[config.mk]
export PLATFORM = sky130hd
export DESIGN_NAME = ProcessorPP
export DESIGN_NICKNAME = d
export VERILOG_FILES = /design/src/common/RiscvPkg.sv /design/src/common/DecodeBus.sv /design/src/common/RegisterBus.sv /design/src/common/ResultBus.sv /design/src/hdl/ProcessorPP.sv /design/src/hdl/StageEX.sv /design/src/hdl/StageID.sv /design/src/hdl/StageWB.sv
export SDC_FILE = /design/constraint.sdc
export NUM_CORES = 2
export LEC_CHECK = 0
export ABC_AREA = 1
export BUFFER_PORTS_ARGS = -buffer_cell sky130_fd_sc_hd__buf_2
export CORE_ASPECT_RATIO = 1.4
export CORE_MARGIN = 4
export CORE_UTILIZATION = 29
export CTS_CLUSTER_DIAMETER = 40
export DETAILED_ROUTE_END_ITERATION = 10
export GPL_TIMING_DRIVEN = 1
export PLACE_DENSITY = 0.42
export SYNTH_ARGS = -nofsm -noshare
export SYNTH_HDL_FRONTEND = slang
export SYNTH_HIERARCHICAL = 1
export SYNTH_SLANG_ARGS = --single-unit
[constraint.sdc]
create_clock -name i_clock -period 5.7 [get_ports i_clock]
set_input_delay 0.855 -clock i_clock [delete_from_list [all_inputs] [get_ports i_clock]]
set_output_delay 0.855 -clock i_clock [all_outputs]
set_load 0.05 [all_outputs]
[src/common/RiscvPkg.sv]
package RiscvPkg;

    // ----------------------------------------
    // Widths
    // ----------------------------------------

    localparam int XLEN      = 32;                       // Data path width
    localparam int REG_COUNT = 32;                       // Architectural registers
    localparam int REG_BITS  = $clog2(REG_COUNT);        // Register index width

    typedef logic [XLEN-1:0]     Data;                   // Register value
    typedef logic [31:0]         Inst;                   // Instruction word
    typedef logic [REG_BITS-1:0] RegAddr;                // Register index
    typedef logic [3:0]          AluOp;                  // ALU operation code
    typedef logic [6:0]          Opcode;                 // Major opcode field
    typedef logic [2:0]          Funct3;                 // funct3 field
    typedef logic [6:0]          Funct7;                 // funct7 field

    // ----------------------------------------
    // Major opcodes
    // ----------------------------------------

    localparam Opcode OPC_OP    = 7'b0110011;            // Register-register
    localparam Opcode OPC_OPIMM = 7'b0010011;            // Register-immediate
    localparam Opcode OPC_LUI   = 7'b0110111;            // Load upper immediate

    // ----------------------------------------
    // funct3 / funct7 codes
    // ----------------------------------------

    localparam Funct3 F3_ADD  = 3'b000;                  // ADD, SUB, ADDI
    localparam Funct3 F3_SLL  = 3'b001;                  // Shift left
    localparam Funct3 F3_SLT  = 3'b010;                  // Signed compare
    localparam Funct3 F3_SLTU = 3'b011;                  // Unsigned compare
    localparam Funct3 F3_XOR  = 3'b100;
    localparam Funct3 F3_SR   = 3'b101;                  // SRL or SRA
    localparam Funct3 F3_OR   = 3'b110;
    localparam Funct3 F3_AND  = 3'b111;

    localparam Funct7 F7_ALT  = 7'b0100000;              // Selects SUB and SRA

    // ----------------------------------------
    // ALU operations
    // ----------------------------------------

    localparam AluOp ALU_ADD   = 4'd0;                   // A + B
    localparam AluOp ALU_SUB   = 4'd1;                   // A - B
    localparam AluOp ALU_SLL   = 4'd2;                   // A << B[4:0]
    localparam AluOp ALU_SLT   = 4'd3;                   // Signed less than
    localparam AluOp ALU_SLTU  = 4'd4;                   // Unsigned less than
    localparam AluOp ALU_XOR   = 4'd5;                   // A ^ B
    localparam AluOp ALU_SRL   = 4'd6;                   // Logical right shift
    localparam AluOp ALU_SRA   = 4'd7;                   // Arithmetic right shift
    localparam AluOp ALU_OR    = 4'd8;                   // A | B
    localparam AluOp ALU_AND   = 4'd9;                   // A & B
    localparam AluOp ALU_PASSB = 4'd10;                  // B through, for LUI

endpackage

[src/common/DecodeBus.sv]
`timescale 1ns/1ps

interface DecodeBus;

    logic             isValid;                           // Entry holds an instruction
    RiscvPkg::AluOp   aluOp;                             // Operation for execute
    RiscvPkg::RegAddr srcAddrA;                          // rs1, zero when unused
    RiscvPkg::RegAddr srcAddrB;                          // rs2, zero when unused
    RiscvPkg::Data    dataA;                             // Register value for rs1
    RiscvPkg::Data    dataB;                             // Register value for rs2
    RiscvPkg::Data    immediate;                         // I or U immediate
    logic             useImmediate;                      // B comes from the immediate
    RiscvPkg::RegAddr regWrAddr;                         // Destination register
    logic             regWrEnable;                       // Low for x0 and unsupported ops

    modport source (
        output isValid, aluOp, srcAddrA, srcAddrB,
        output dataA, dataB, immediate, useImmediate,
        output regWrAddr, regWrEnable);

    modport sink (
        input  isValid, aluOp, srcAddrA, srcAddrB,
        input  dataA, dataB, immediate, useImmediate,
        input  regWrAddr, regWrEnable);

endinterface

[src/common/RegisterBus.sv]
`timescale 1ns/1ps

interface RegisterBus;

    RiscvPkg::RegAddr rdAddrA;                           // Read address port A
    RiscvPkg::RegAddr rdAddrB;                           // Read address port B
    RiscvPkg::Data    rdDataA;                           // Read data port A
    RiscvPkg::Data    rdDataB;                           // Read data port B

    // Decode side
    modport reader (
        output rdAddrA,
        output rdAddrB,
        input  rdDataA,
        input  rdDataB);

    // Register file side, data returned in the same cycle
    modport file (
        input  rdAddrA,
        input  rdAddrB,
        output rdDataA,
        output rdDataB);

endinterface

[src/common/ResultBus.sv]
`timescale 1ns/1ps

interface ResultBus;

    logic             isValid;                           // Entry holds an instruction
    RiscvPkg::RegAddr regWrAddr;                         // Destination register
    logic             regWrEnable;                       // Writes the register file
    RiscvPkg::Data    regWrData;                         // ALU result

    // Execute pipeline register output
    modport source (output isValid, regWrAddr, regWrEnable, regWrData);

    // Register file write and retire
    modport writer (input isValid, regWrAddr, regWrEnable, regWrData);

    // Feedback into execute operand selection
    modport bypass (input isValid, regWrAddr, regWrEnable, regWrData);

endinterface

[src/hdl/ProcessorPP.sv]
`timescale 1ns/1ps

module ProcessorPP (
    input  logic             i_clock,                    // Clock
    input  logic             i_reset,                    // Reset
    input  logic             i_instValid,                // Instruction strobe
    input  RiscvPkg::Inst    i_inst,                     // Instruction word
    output logic             o_retireValid,              // Instruction retires
    output logic             o_retireRegWrEnable,        // Retire writes a register
    output RiscvPkg::RegAddr o_retireRegAddr,            // Destination register
    output RiscvPkg::Data    o_retireRegData);           // Written value


    RegisterBus regBus();                                // ID <-> register file
    DecodeBus   decBus();                                // ID -> EX
    ResultBus   resBus();                                // EX -> WB and EX bypass


    // ----------------------------------------
    // Decode
    // ----------------------------------------

    StageID
    stageID (
        .i_clock     (i_clock),
        .i_reset     (i_reset),
        .i_instValid (i_instValid),
        .i_inst      (i_inst),
        .regBus      (regBus),
        .decBus      (decBus));

    // ----------------------------------------
    // Execute
    // ----------------------------------------

    StageEX
    stageEX (
        .i_clock   (i_clock),
        .i_reset   (i_reset),
        .decBus    (decBus),
        .resBus    (resBus),                             // Registered result
        .bypassBus (resBus));                            // Same result fed back

    // ----------------------------------------
    // Writeback
    // ----------------------------------------

    StageWB
    stageWB (
        .i_clock             (i_clock),
        .i_reset             (i_reset),
        .regBus              (regBus),
        .resBus              (resBus),
        .o_retireValid       (o_retireValid),
        .o_retireRegWrEnable (o_retireRegWrEnable),
        .o_retireRegAddr     (o_retireRegAddr),
        .o_retireRegData     (o_retireRegData));

endmodule

[src/hdl/StageEX.sv]
`timescale 1ns/1ps

module StageEX (
    input  logic     i_clock,                            // Clock
    input  logic     i_reset,                            // Reset
    DecodeBus.sink   decBus,                             // From decode
    ResultBus.source resBus,                             // To writeback
    ResultBus.bypass bypassBus);                         // Previous result fed back


    // ----------------------------------------
    // Operand bypass
    // ----------------------------------------

    // Takes the result ahead when it writes this source register
    function automatic RiscvPkg::Data forward(
        input RiscvPkg::RegAddr srcAddr,
        input RiscvPkg::Data    regData,
        input logic             live,
        input RiscvPkg::RegAddr wrAddr,
        input RiscvPkg::Data    wrData);

        if (live && (srcAddr != '0) && (srcAddr == wrAddr))
            forward = wrData;
        else
            forward = regData;
    endfunction

    logic          bypassLive;                           // Result ahead writes a register
    RiscvPkg::Data regA;                                 // rs1 after bypass
    RiscvPkg::Data regB;                                 // rs2 after bypass
    RiscvPkg::Data operandA;
    RiscvPkg::Data operandB;

    assign bypassLive = bypassBus.isValid & bypassBus.regWrEnable;

    assign regA = forward(decBus.srcAddrA, decBus.dataA, bypassLive,
                          bypassBus.regWrAddr, bypassBus.regWrData);
    assign regB = forward(decBus.srcAddrB, decBus.dataB, bypassLive,
                          bypassBus.regWrAddr, bypassBus.regWrData);

    assign operandA = regA;
    assign operandB = decBus.useImmediate ? decBus.immediate : regB; // I/U or rs2


    // ----------------------------------------
    // ALU
    // ----------------------------------------

    logic [4:0]    shamt;                                // Shift amount
    RiscvPkg::Data result;

    assign shamt = operandB[4:0];

    always_comb begin
        case (decBus.aluOp)
            RiscvPkg::ALU_ADD:   result = operandA + operandB;
            RiscvPkg::ALU_SUB:   result = operandA - operandB;
            RiscvPkg::ALU_SLL:   result = operandA << shamt;
            RiscvPkg::ALU_SLT:   result = RiscvPkg::Data'($signed(operandA) < $signed(operandB));
            RiscvPkg::ALU_SLTU:  result = RiscvPkg::Data'(operandA < operandB);
            RiscvPkg::ALU_XOR:   result = operandA ^ operandB;
            RiscvPkg::ALU_SRL:   result = operandA >> shamt;
            RiscvPkg::ALU_SRA:   result = RiscvPkg::Data'($signed(operandA) >>> shamt);
            RiscvPkg::ALU_OR:    result = operandA | operandB;
            RiscvPkg::ALU_AND:   result = operandA & operandB;
            RiscvPkg::ALU_PASSB: result = operandB;      // LUI
            default:             result = '0;
        endcase
    end


    // ----------------------------------------
    // Pipeline EX-WB
    // ----------------------------------------

    always_ff @(posedge i_clock) begin
        if (i_reset) begin
            resBus.isValid     <= 1'b0;
            resBus.regWrEnable <= 1'b0;
        end
        else begin
            resBus.isValid     <= decBus.isValid;
            resBus.regWrEnable <= decBus.regWrEnable;
        end
    end

    always_ff @(posedge i_clock) begin
        resBus.regWrAddr <= decBus.regWrAddr;
        resBus.regWrData <= result;
    end

endmodule

[src/hdl/StageID.sv]
`timescale 1ns/1ps

module StageID (
    input  logic          i_clock,                       // Clock
    input  logic          i_reset,                       // Reset
    input  logic          i_instValid,                   // Instruction strobe
    input  RiscvPkg::Inst i_inst,                        // Instruction word
    RegisterBus.reader    regBus,                        // Register file read ports
    DecodeBus.source      decBus);                       // To execute


    // ----------------------------------------
    // Instruction fields
    // ----------------------------------------

    RiscvPkg::Opcode  opcode;
    RiscvPkg::Funct3  funct3;
    RiscvPkg::Funct7  funct7;
    RiscvPkg::RegAddr rd;
    RiscvPkg::RegAddr rs1;
    RiscvPkg::RegAddr rs2;

    assign opcode = i_inst[6:0];
    assign rd     = i_inst[11:7];
    assign funct3 = i_inst[14:12];
    assign rs1    = i_inst[19:15];
    assign rs2    = i_inst[24:20];
    assign funct7 = i_inst[31:25];

    // funct3 to ALU code, alt picks SUB / SRA
    function automatic RiscvPkg::AluOp decodeAlu(
        input RiscvPkg::Funct3 f3,
        input logic            alt);

        case (f3)
            RiscvPkg::F3_ADD:  decodeAlu = alt ? RiscvPkg::ALU_SUB : RiscvPkg::ALU_ADD;
            RiscvPkg::F3_SLL:  decodeAlu = RiscvPkg::ALU_SLL;
            RiscvPkg::F3_SLT:  decodeAlu = RiscvPkg::ALU_SLT;
            RiscvPkg::F3_SLTU: decodeAlu = RiscvPkg::ALU_SLTU;
            RiscvPkg::F3_XOR:  decodeAlu = RiscvPkg::ALU_XOR;
            RiscvPkg::F3_SR:   decodeAlu = alt ? RiscvPkg::ALU_SRA : RiscvPkg::ALU_SRL;
            RiscvPkg::F3_OR:   decodeAlu = RiscvPkg::ALU_OR;
            default:           decodeAlu = RiscvPkg::ALU_AND;
        endcase
    endfunction


    // ----------------------------------------
    // Decoder
    // ----------------------------------------

    RiscvPkg::AluOp   aluOp;                             // Decoded operation
    RiscvPkg::Data    immediate;                         // Selected immediate
    RiscvPkg::RegAddr srcAddrA;                          // rs1 or zero
    RiscvPkg::RegAddr srcAddrB;                          // rs2 or zero
    logic             useImmediate;
    logic             writesReg;                         // Supported opcode with rd

    always_comb begin
        aluOp        = RiscvPkg::ALU_ADD;
        immediate    = {{20{i_inst[31]}}, i_inst[31:20]}; // Sign-extended I-type
        srcAddrA     = '0;
        srcAddrB     = '0;
        useImmediate = 1'b0;
        writesReg    = 1'b0;

        case (opcode)
            RiscvPkg::OPC_OP: begin
                aluOp     = decodeAlu(funct3, funct7 == RiscvPkg::F7_ALT);
                srcAddrA  = rs1;
                srcAddrB  = rs2;
                writesReg = 1'b1;
            end
            RiscvPkg::OPC_OPIMM: begin                   // funct7 only matters for shifts right
                aluOp        = decodeAlu(funct3,
                    (funct3 == RiscvPkg::F3_SR) && (funct7 == RiscvPkg::F7_ALT));
                srcAddrA     = rs1;
                useImmediate = 1'b1;
                writesReg    = 1'b1;
            end
            RiscvPkg::OPC_LUI: begin
                aluOp        = RiscvPkg::ALU_PASSB;
                immediate    = {i_inst[31:12], 12'b0};   // U-type
                useImmediate = 1'b1;
                writesReg    = 1'b1;
            end
            default: ;                                   // Retires without a write
        endcase
    end

    assign regBus.rdAddrA = srcAddrA;                    // Unused ports read x0
    assign regBus.rdAddrB = srcAddrB;


    // ----------------------------------------
    // Pipeline ID-EX
    // ----------------------------------------

    always_ff @(posedge i_clock) begin
        if (i_reset) begin
            decBus.isValid     <= 1'b0;
            decBus.regWrEnable <= 1'b0;
        end
        else begin
            decBus.isValid     <= i_instValid;
            decBus.regWrEnable <= i_instValid & writesReg & (rd != '0); // Never x0
        end
    end

    always_ff @(posedge i_clock) begin
        decBus.aluOp        <= aluOp;
        decBus.srcAddrA     <= srcAddrA;
        decBus.srcAddrB     <= srcAddrB;
        decBus.dataA        <= regBus.rdDataA;           // Already write-first
        decBus.dataB        <= regBus.rdDataB;
        decBus.immediate    <= immediate;
        decBus.useImmediate <= useImmediate;
        decBus.regWrAddr    <= rd;
    end

endmodule

[src/hdl/StageWB.sv]
`timescale 1ns/1ps

module StageWB (
    input  logic              i_clock,                   // Clock
    input  logic              i_reset,                   // Reset
    RegisterBus.file          regBus,                    // Read ports from decode
    ResultBus.writer          resBus,                    // Result to write
    output logic              o_retireValid,             // Instruction retires
    output logic              o_retireRegWrEnable,       // Retire writes a register
    output RiscvPkg::RegAddr  o_retireRegAddr,           // Destination register
    output RiscvPkg::Data     o_retireRegData);          // Written value


    // ----------------------------------------
    // Register storage
    // ----------------------------------------

    RiscvPkg::Data regs [1:RiscvPkg::REG_COUNT-1];       // x0 is not stored
    logic          pendingWrite;                         // ResultBus entry writes now

    assign pendingWrite = resBus.isValid & resBus.regWrEnable;

    always_ff @(posedge i_clock) begin
        if (i_reset) begin
            for (int i = 1; i < RiscvPkg::REG_COUNT; i++)
                regs[i] <= '0;
        end
        else if (pendingWrite && (resBus.regWrAddr != '0))
            regs[resBus.regWrAddr] <= resBus.regWrData;
    end


    // ----------------------------------------
    // Read ports, write-first
    // ----------------------------------------

    RiscvPkg::RegAddr rdAddr [2];                        // Port A, port B
    RiscvPkg::Data    rdData [2];

    assign rdAddr[0] = regBus.rdAddrA;
    assign rdAddr[1] = regBus.rdAddrB;

    always_comb begin
        for (int i = 0; i < $size(rdAddr); i++) begin
            if (rdAddr[i] == '0)
                rdData[i] = '0;                          // x0 hardwired
            else if (pendingWrite && (resBus.regWrAddr == rdAddr[i]))
                rdData[i] = resBus.regWrData;            // Value written this edge
            else
                rdData[i] = regs[rdAddr[i]];
        end
    end

    assign regBus.rdDataA = rdData[0];
    assign regBus.rdDataB = rdData[1];


    // Retire straight from the execute register
    assign o_retireValid       = resBus.isValid;
    assign o_retireRegWrEnable = resBus.regWrEnable;
    assign o_retireRegAddr     = resBus.regWrAddr;
    assign o_retireRegData     = resBus.regWrData;

endmodule

# After elaboration in Yosys (flattened, before gate mapping)
# Memory sizes are Yosys's and may differ from the RTL's.
# Index checks and enable logic that the tools add are counted.
# classes
add_sub_neg,2
magnitude_cmp,2
eq_ne,24
shifts,3
n_mux,26
n_bitwise,6
reduce_logical,20
# op_table
operator,count
32-bit one-hot mux with 11 select lines,1
32-bit two-way mux,6
32-bit less-than comparator,2
4-bit one-hot mux with 7 select lines,2
32-bit adder,1
32-bit AND,1
32-bit bitwise OR,1
32-bit OR reduction,1
32-bit by 5-bit left shift with 32-bit output,1
32-bit by 5-bit >> shifter with 32-bit output,1
32-bit by 5-bit >>> shifter with 32-bit output,1
32-bit subtractor,1
32-bit bitwise XOR,1
31-bit two-way mux,1
"7-bit by 6-bit equality test with 1-bit output, second input constant",3
5-bit equality test,4
5-bit nonzero test,4
"4-bit by 3-bit equality test with 1-bit output, second input constant",4
5-bit two-way mux,3
"4-bit equality test, second input constant",3
1-bit two-way mux,12
4-bit one-hot mux with 3 select lines,1
5-bit zero test,2
"3-bit equality test, second input constant",3
other kinds (11),23
# totals
reg_bits,157
ram_bits,992
input_bits,35
out_inout_bits,39
memories,1
# memory_table
name,depth,word_bits,read_ports,rd_ports_with_merged_regs,wr,line,text
stageWB.regs,31,32,2,0,31,StageWB.sv:18,RiscvPkg::Data regs [1:RiscvPkg::REG_COUNT-1];

# Depth between registers and ports, before layout
# depth
word_depth,7
depth_mapped,32

# By module
# Netlist, hierarchy kept.
# modules_own_cells
mod,n_inst,cells_per_inst,area_each_um2,seq_area_each_um2
StageWB,1,7400,58536.1,30749.5
StageEX,1,2232,11562.3,780.7
StageID,1,229,2970.3,2362.3

# Worst setup path after synthesis
# No wires, ideal clock.
# synth_path
path_kind,reg2reg
start,register stageEX.resBus.regWrAddr[4]
end,register stageEX.resBus.regWrData[19]
setup_time_ns,0.127
arrival_ns,3.695
setup_slack_ns,1.878
stages_incl_launch_ff,33
period_less_slack_ns,3.822
cell_sequence,dfxtp_1 > inv_1 > nand2_1 > nand2_1 > inv_2 > nand2_2 > nor2_4 > nand3_4 > inv_2 > nor2_1 > nor2_1 > nand2_1 > o21ai_2 > inv_2 > buf_2 > buf_2 > ha_1 > clkbuf_1 > nand2_1 > a21oi_1 > nor2_1 > inv_1 > nand2_1 > nand2_1 > a21boi_0 > o21ai_0 > nand2_1 > nand2_1 > a21oi_1 > a21oi_1 > nand2_1 > inv_1 > nand4_1
# synth_via
elab_chain_len,6
word_cells_on_any_way,16
# synth_rtl
element,line,text
from (decl),ResultBus.sv:11,"modport source (output isValid, regWrAddr, regWrEnable, regWrData);"
5-bit equality test,StageEX.sv:23,if (live && (srcAddr != '0) && (srcAddr == wrAddr))
1-bit logical AND,StageEX.sv:23,
32-bit two-way mux,StageEX.sv:23,
32-bit two-way mux,StageEX.sv:43,assign operandB = decBus.useImmediate ? decBus.immediate : regB;
"32-bit subtractor, or another cell as far along",StageEX.sv:58,RiscvPkg::ALU_SUB: result = operandA - operandB;
32-bit one-hot mux with 11 select lines (*),StageEX.sv:56,case (decBus.aluOp)
net stageEX.result[19],StageEX.sv:51,RiscvPkg::Data result;
to (signal assigned),StageEX.sv:90,resBus.regWrData <= result;
to (decl),ResultBus.sv:11,
# The timed path passes the listed nets; every way through them passes the cells marked *.
# A chain may end at the register's enable or synchronous reset.

# Worst setup path after layout
# layout_path
start,register stageEX.resBus.regWrAddr[3]
end,register stageEX.resBus.regWrData[14]
# The elaborated chain is that of the path after synthesis.

==> flow_summary.ini <==
[status]
status = completed

[final_layout]
final_cell_area_mm2 = 0.0830
syn_to_final_growth_pct = 13.6
multi_input_comb_area_mm2 = 0.0323
fillers = 26297
final_cells = 13059
final_util_pct = 33.2
fin_nets = 9740
drive_gt1_share_pct = 8.85
seq_area_mm2 = 0.0339

[worst_setup_path]
path_delay_family = simple AND/OR/NAND/NOR gates
critPathMaxStageDelay_ns = 0.64
cp-start-kind = register
path_max_fanout = 61
crit_slowest_cell = dfxtp_1
required_ns = 6.37
path_common_cell = nand2_1
cp_cell_sequence = inv_1, nand2_1, nand2_1, nand2_2, nor2_4, nand3_4, buf_4, nand2_1, nand2_1, nand2_1, nand2_2, inv_2, buf_4, fa_1, inv_1, nand3_1, o21bai_1, nand2_1, nand2_1, a21oi_1, o21ai_0, nand3_1
r2r_setup_slack_ns = 0.63
critPathKind = reg -> reg
worstPathArrival_ns = 5.74
worstSetupEndpointType = register
cp_num_buf_inv = 5

[synth]
synth_top_area_share_pct = 42.1
synth_compound_area_share_pct = 10.6
synthXorXnorAreaFrac_pct = 0.144
synth.distinct_cells = 56
async_reset_ff_share_pct = 0
synth-simple-area-share_pct = 31.3
yosys.area.top_type = edfxtp_1
yosys_warnings = 6
syn_avg_cell_area_um2 = 7.41
yosysSeqAreaShare_pct = 46.4
synthCells = 9861
ys_top_cells_by_area = edfxtp_1 42%, nand2_1 12%, nand3_1 9.3%
syn_area_mm2 = 0.0731
muxShareOfSynthArea_pct = 0
synth_edf_count = 1024
synth_top_family_by_area = simple AND/OR/NAND/NOR gates
synthFlopType = edfxtp_1
synthAdderAreaFrac_pct = 1.75
yosys-top-cells-count = 2390 x nand2_1, 1629 x nor2_1, 1353 x nand3_1, 1024 x edfxtp_1, 829 x inv_1
ys_ff_latch = 1181
synth.most_common_cell = nand2_1

[placement]
routabilityCongestion = 1.01
dpl_cell_area_mm2 = 0.0763
dp.cells = 12694
dp_hpwl_um = 232000
place_ws_ns = 0.765
numPortBuffers = 73

[detailed_routing]
wl_per_cell_um = 26.6
drc_errors = 0
ant_nets = 0
drt-total-wl_um = 347000
viasPerCell = 5.33
drt_first_pass_iters = 8
first_iter_violations = 6554
vias = 69583

[floorplan]
dieArea_mm2 = 0.260
initial_utilization_pct = 29.2
boundaryPins = 74
dieWidth_um = 432
die_y_um = 602
core-area_mm2 = 0.250
row_count = 217

[pwr]
cellLeakagePower_nw = 32.4
vdd_drop_max_v = 0.000210
powerDensity_mw_per_mm2 = 286

[clock_network]
cts_buffer_depth = 4
cts_buffers = 193
cts_max_level = 4
cts_tree = built
clk_latency_ns = 0.84
clkTransAtPathRegs_ns = 0.05
post_cts_buffers = 0
cts_resized = 0
cts-root-buf = clkbuf_16
clock-sinks = 1181
hold_buffers = 0

[sta]
slew_headroom_pct = 16.3
fin_worst_skew_ns = 0.0509
setup_slack_ns = 0.634
worst_pin_slew_ns = 1.26
setup_viol = 0
final.setup.tns_ns = 0
hold_viol = 0
slew_violations = 0
period_share_pct = 88.9
fmax_ghz = 0.197
rsz0062_at_grt = no
fin_crit_ns = 5.07

[global_routing]
grt_usage_pct = 25.7
grt_start_max_net_pins = 155
grt_pass1_wl_um = 487000
antenna_found_initial = 17
grt_overflow = 0
grt_pass1_vias = 66615

[worst_hold_path]
hold_path_class = in -> reg

[flow_run]
maxCapViolations = 0
-- per-layer routing --
layer  share of wire (%)  track usage [%]  vias to the layer above
li1                    -                -                    31874
met1                  39             31.3                    33927
met2                  48             43.8                     3008
met3                 6.5             3.45                      772
met4                 6.2             13.9                        2
met5              0.0032                0                        -
-- area by class of cell --
class                      count  share of cell area (%)
inverter                     882                    4.03
antenna                       19                  0.0573
timing repair buffer         306                    3.09
clock inverter               123                    1.82
clock buffer                 223                    6.27
sequential                  1181                    40.8
tap                         3285                    4.95
multi-input combinational   7040                    39.0
-- power by group --
part / internal [mW] / switching [mW]
clock network: 7.81 / 4.66
logic: 0.345 / 1.13
registers: 9.66 / 0.174
-- registers in the layout, summed over array words and instances, names as in the netlist --
register / cells
stageEX/resBus.regWrEnable: 1
stageID/decBus.aluOp: 4
stageID/decBus.dataA: 32
stageID/decBus.isValid: 1
stageWB/regs: 1024
stageID/decBus.regWrAddr: 5
stageID/decBus.regWrEnable: 1
stageID/decBus.useImmediate: 1
stageEX/resBus.regWrAddr: 5
stageID/decBus.immediate: 32
stageEX/resBus.isValid: 1
stageEX/resBus.regWrData: 32
stageID/decBus.srcAddrB: 5
stageID/decBus.srcAddrA: 5
stageID/decBus.dataB: 32
-- cells in the final DEF, fill, tap and decap left out, types with 20 or more instances in the layout --
| cell | count |
|---|---|
| ha_1 | 99 |
| inv_2 | 47 |
| buf_4 | 197 |
| nor2_1 | 1614 |
| or2_2 | 60 |
| buf_12 | 36 |
| nand2_2 | 57 |
| nor3_1 | 32 |
| o211ai_1 | 223 |
| clkinvlp_4 | 27 |
| edfxtp_1 | 1024 |
| inv_6 | 20 |
| inv_1 | 821 |
| conb_1 | 32 |
| o21ai_2 | 25 |
| buf_2 | 73 |
| nand3_1 | 1353 |
| o21a_1 | 31 |
| o21ai_0 | 525 |
| nand2_1 | 2342 |
| bufinv_16 | 27 |
| dfxtp_1 | 157 |
| clkbuf_16 | 203 |
| o21ai_1 | 78 |
| a21oi_1 | 431 |
-- through the flow --
stage	hold slack, ns	power (mW)
finish	0.163	23.8
CTS	0.110	24.0
global placement	0.322	11.5
global route	0.131	24.5
floorplan	0.310	10.8
detailed placement	0.315	11.5
-- logic make-up (layout without fill, tap and decap cells) --
kind of cell	after synthesis	in the layout
other	1	51
flip-flops	1181	1181
AND/OR/NAND/NOR	5525	5525
adder cells (fa/ha/maj)	101	101
AO/OA/AOI/OAI	1370	1370
buffers and inverters	1671	1534
XOR/XNOR	12	12
-- worst paths after layout --
kind / from / endpoint / depth (start not counted)
worst min-delay path: i_inst[11] / stageID/decBus.regWrAddr[4] / 1
worst min register to register: stageID/decBus.regWrAddr[0] / stageEX/resBus.regWrAddr[0] / 0
worst max-delay path: stageEX/resBus.regWrAddr[3] / stageEX/resBus.regWrData[14] / 22
worst max register to register: stageEX/resBus.regWrAddr[3] / stageEX/resBus.regWrData[14] / 22
No activity file was read; power rests on OpenSTA's default activity.
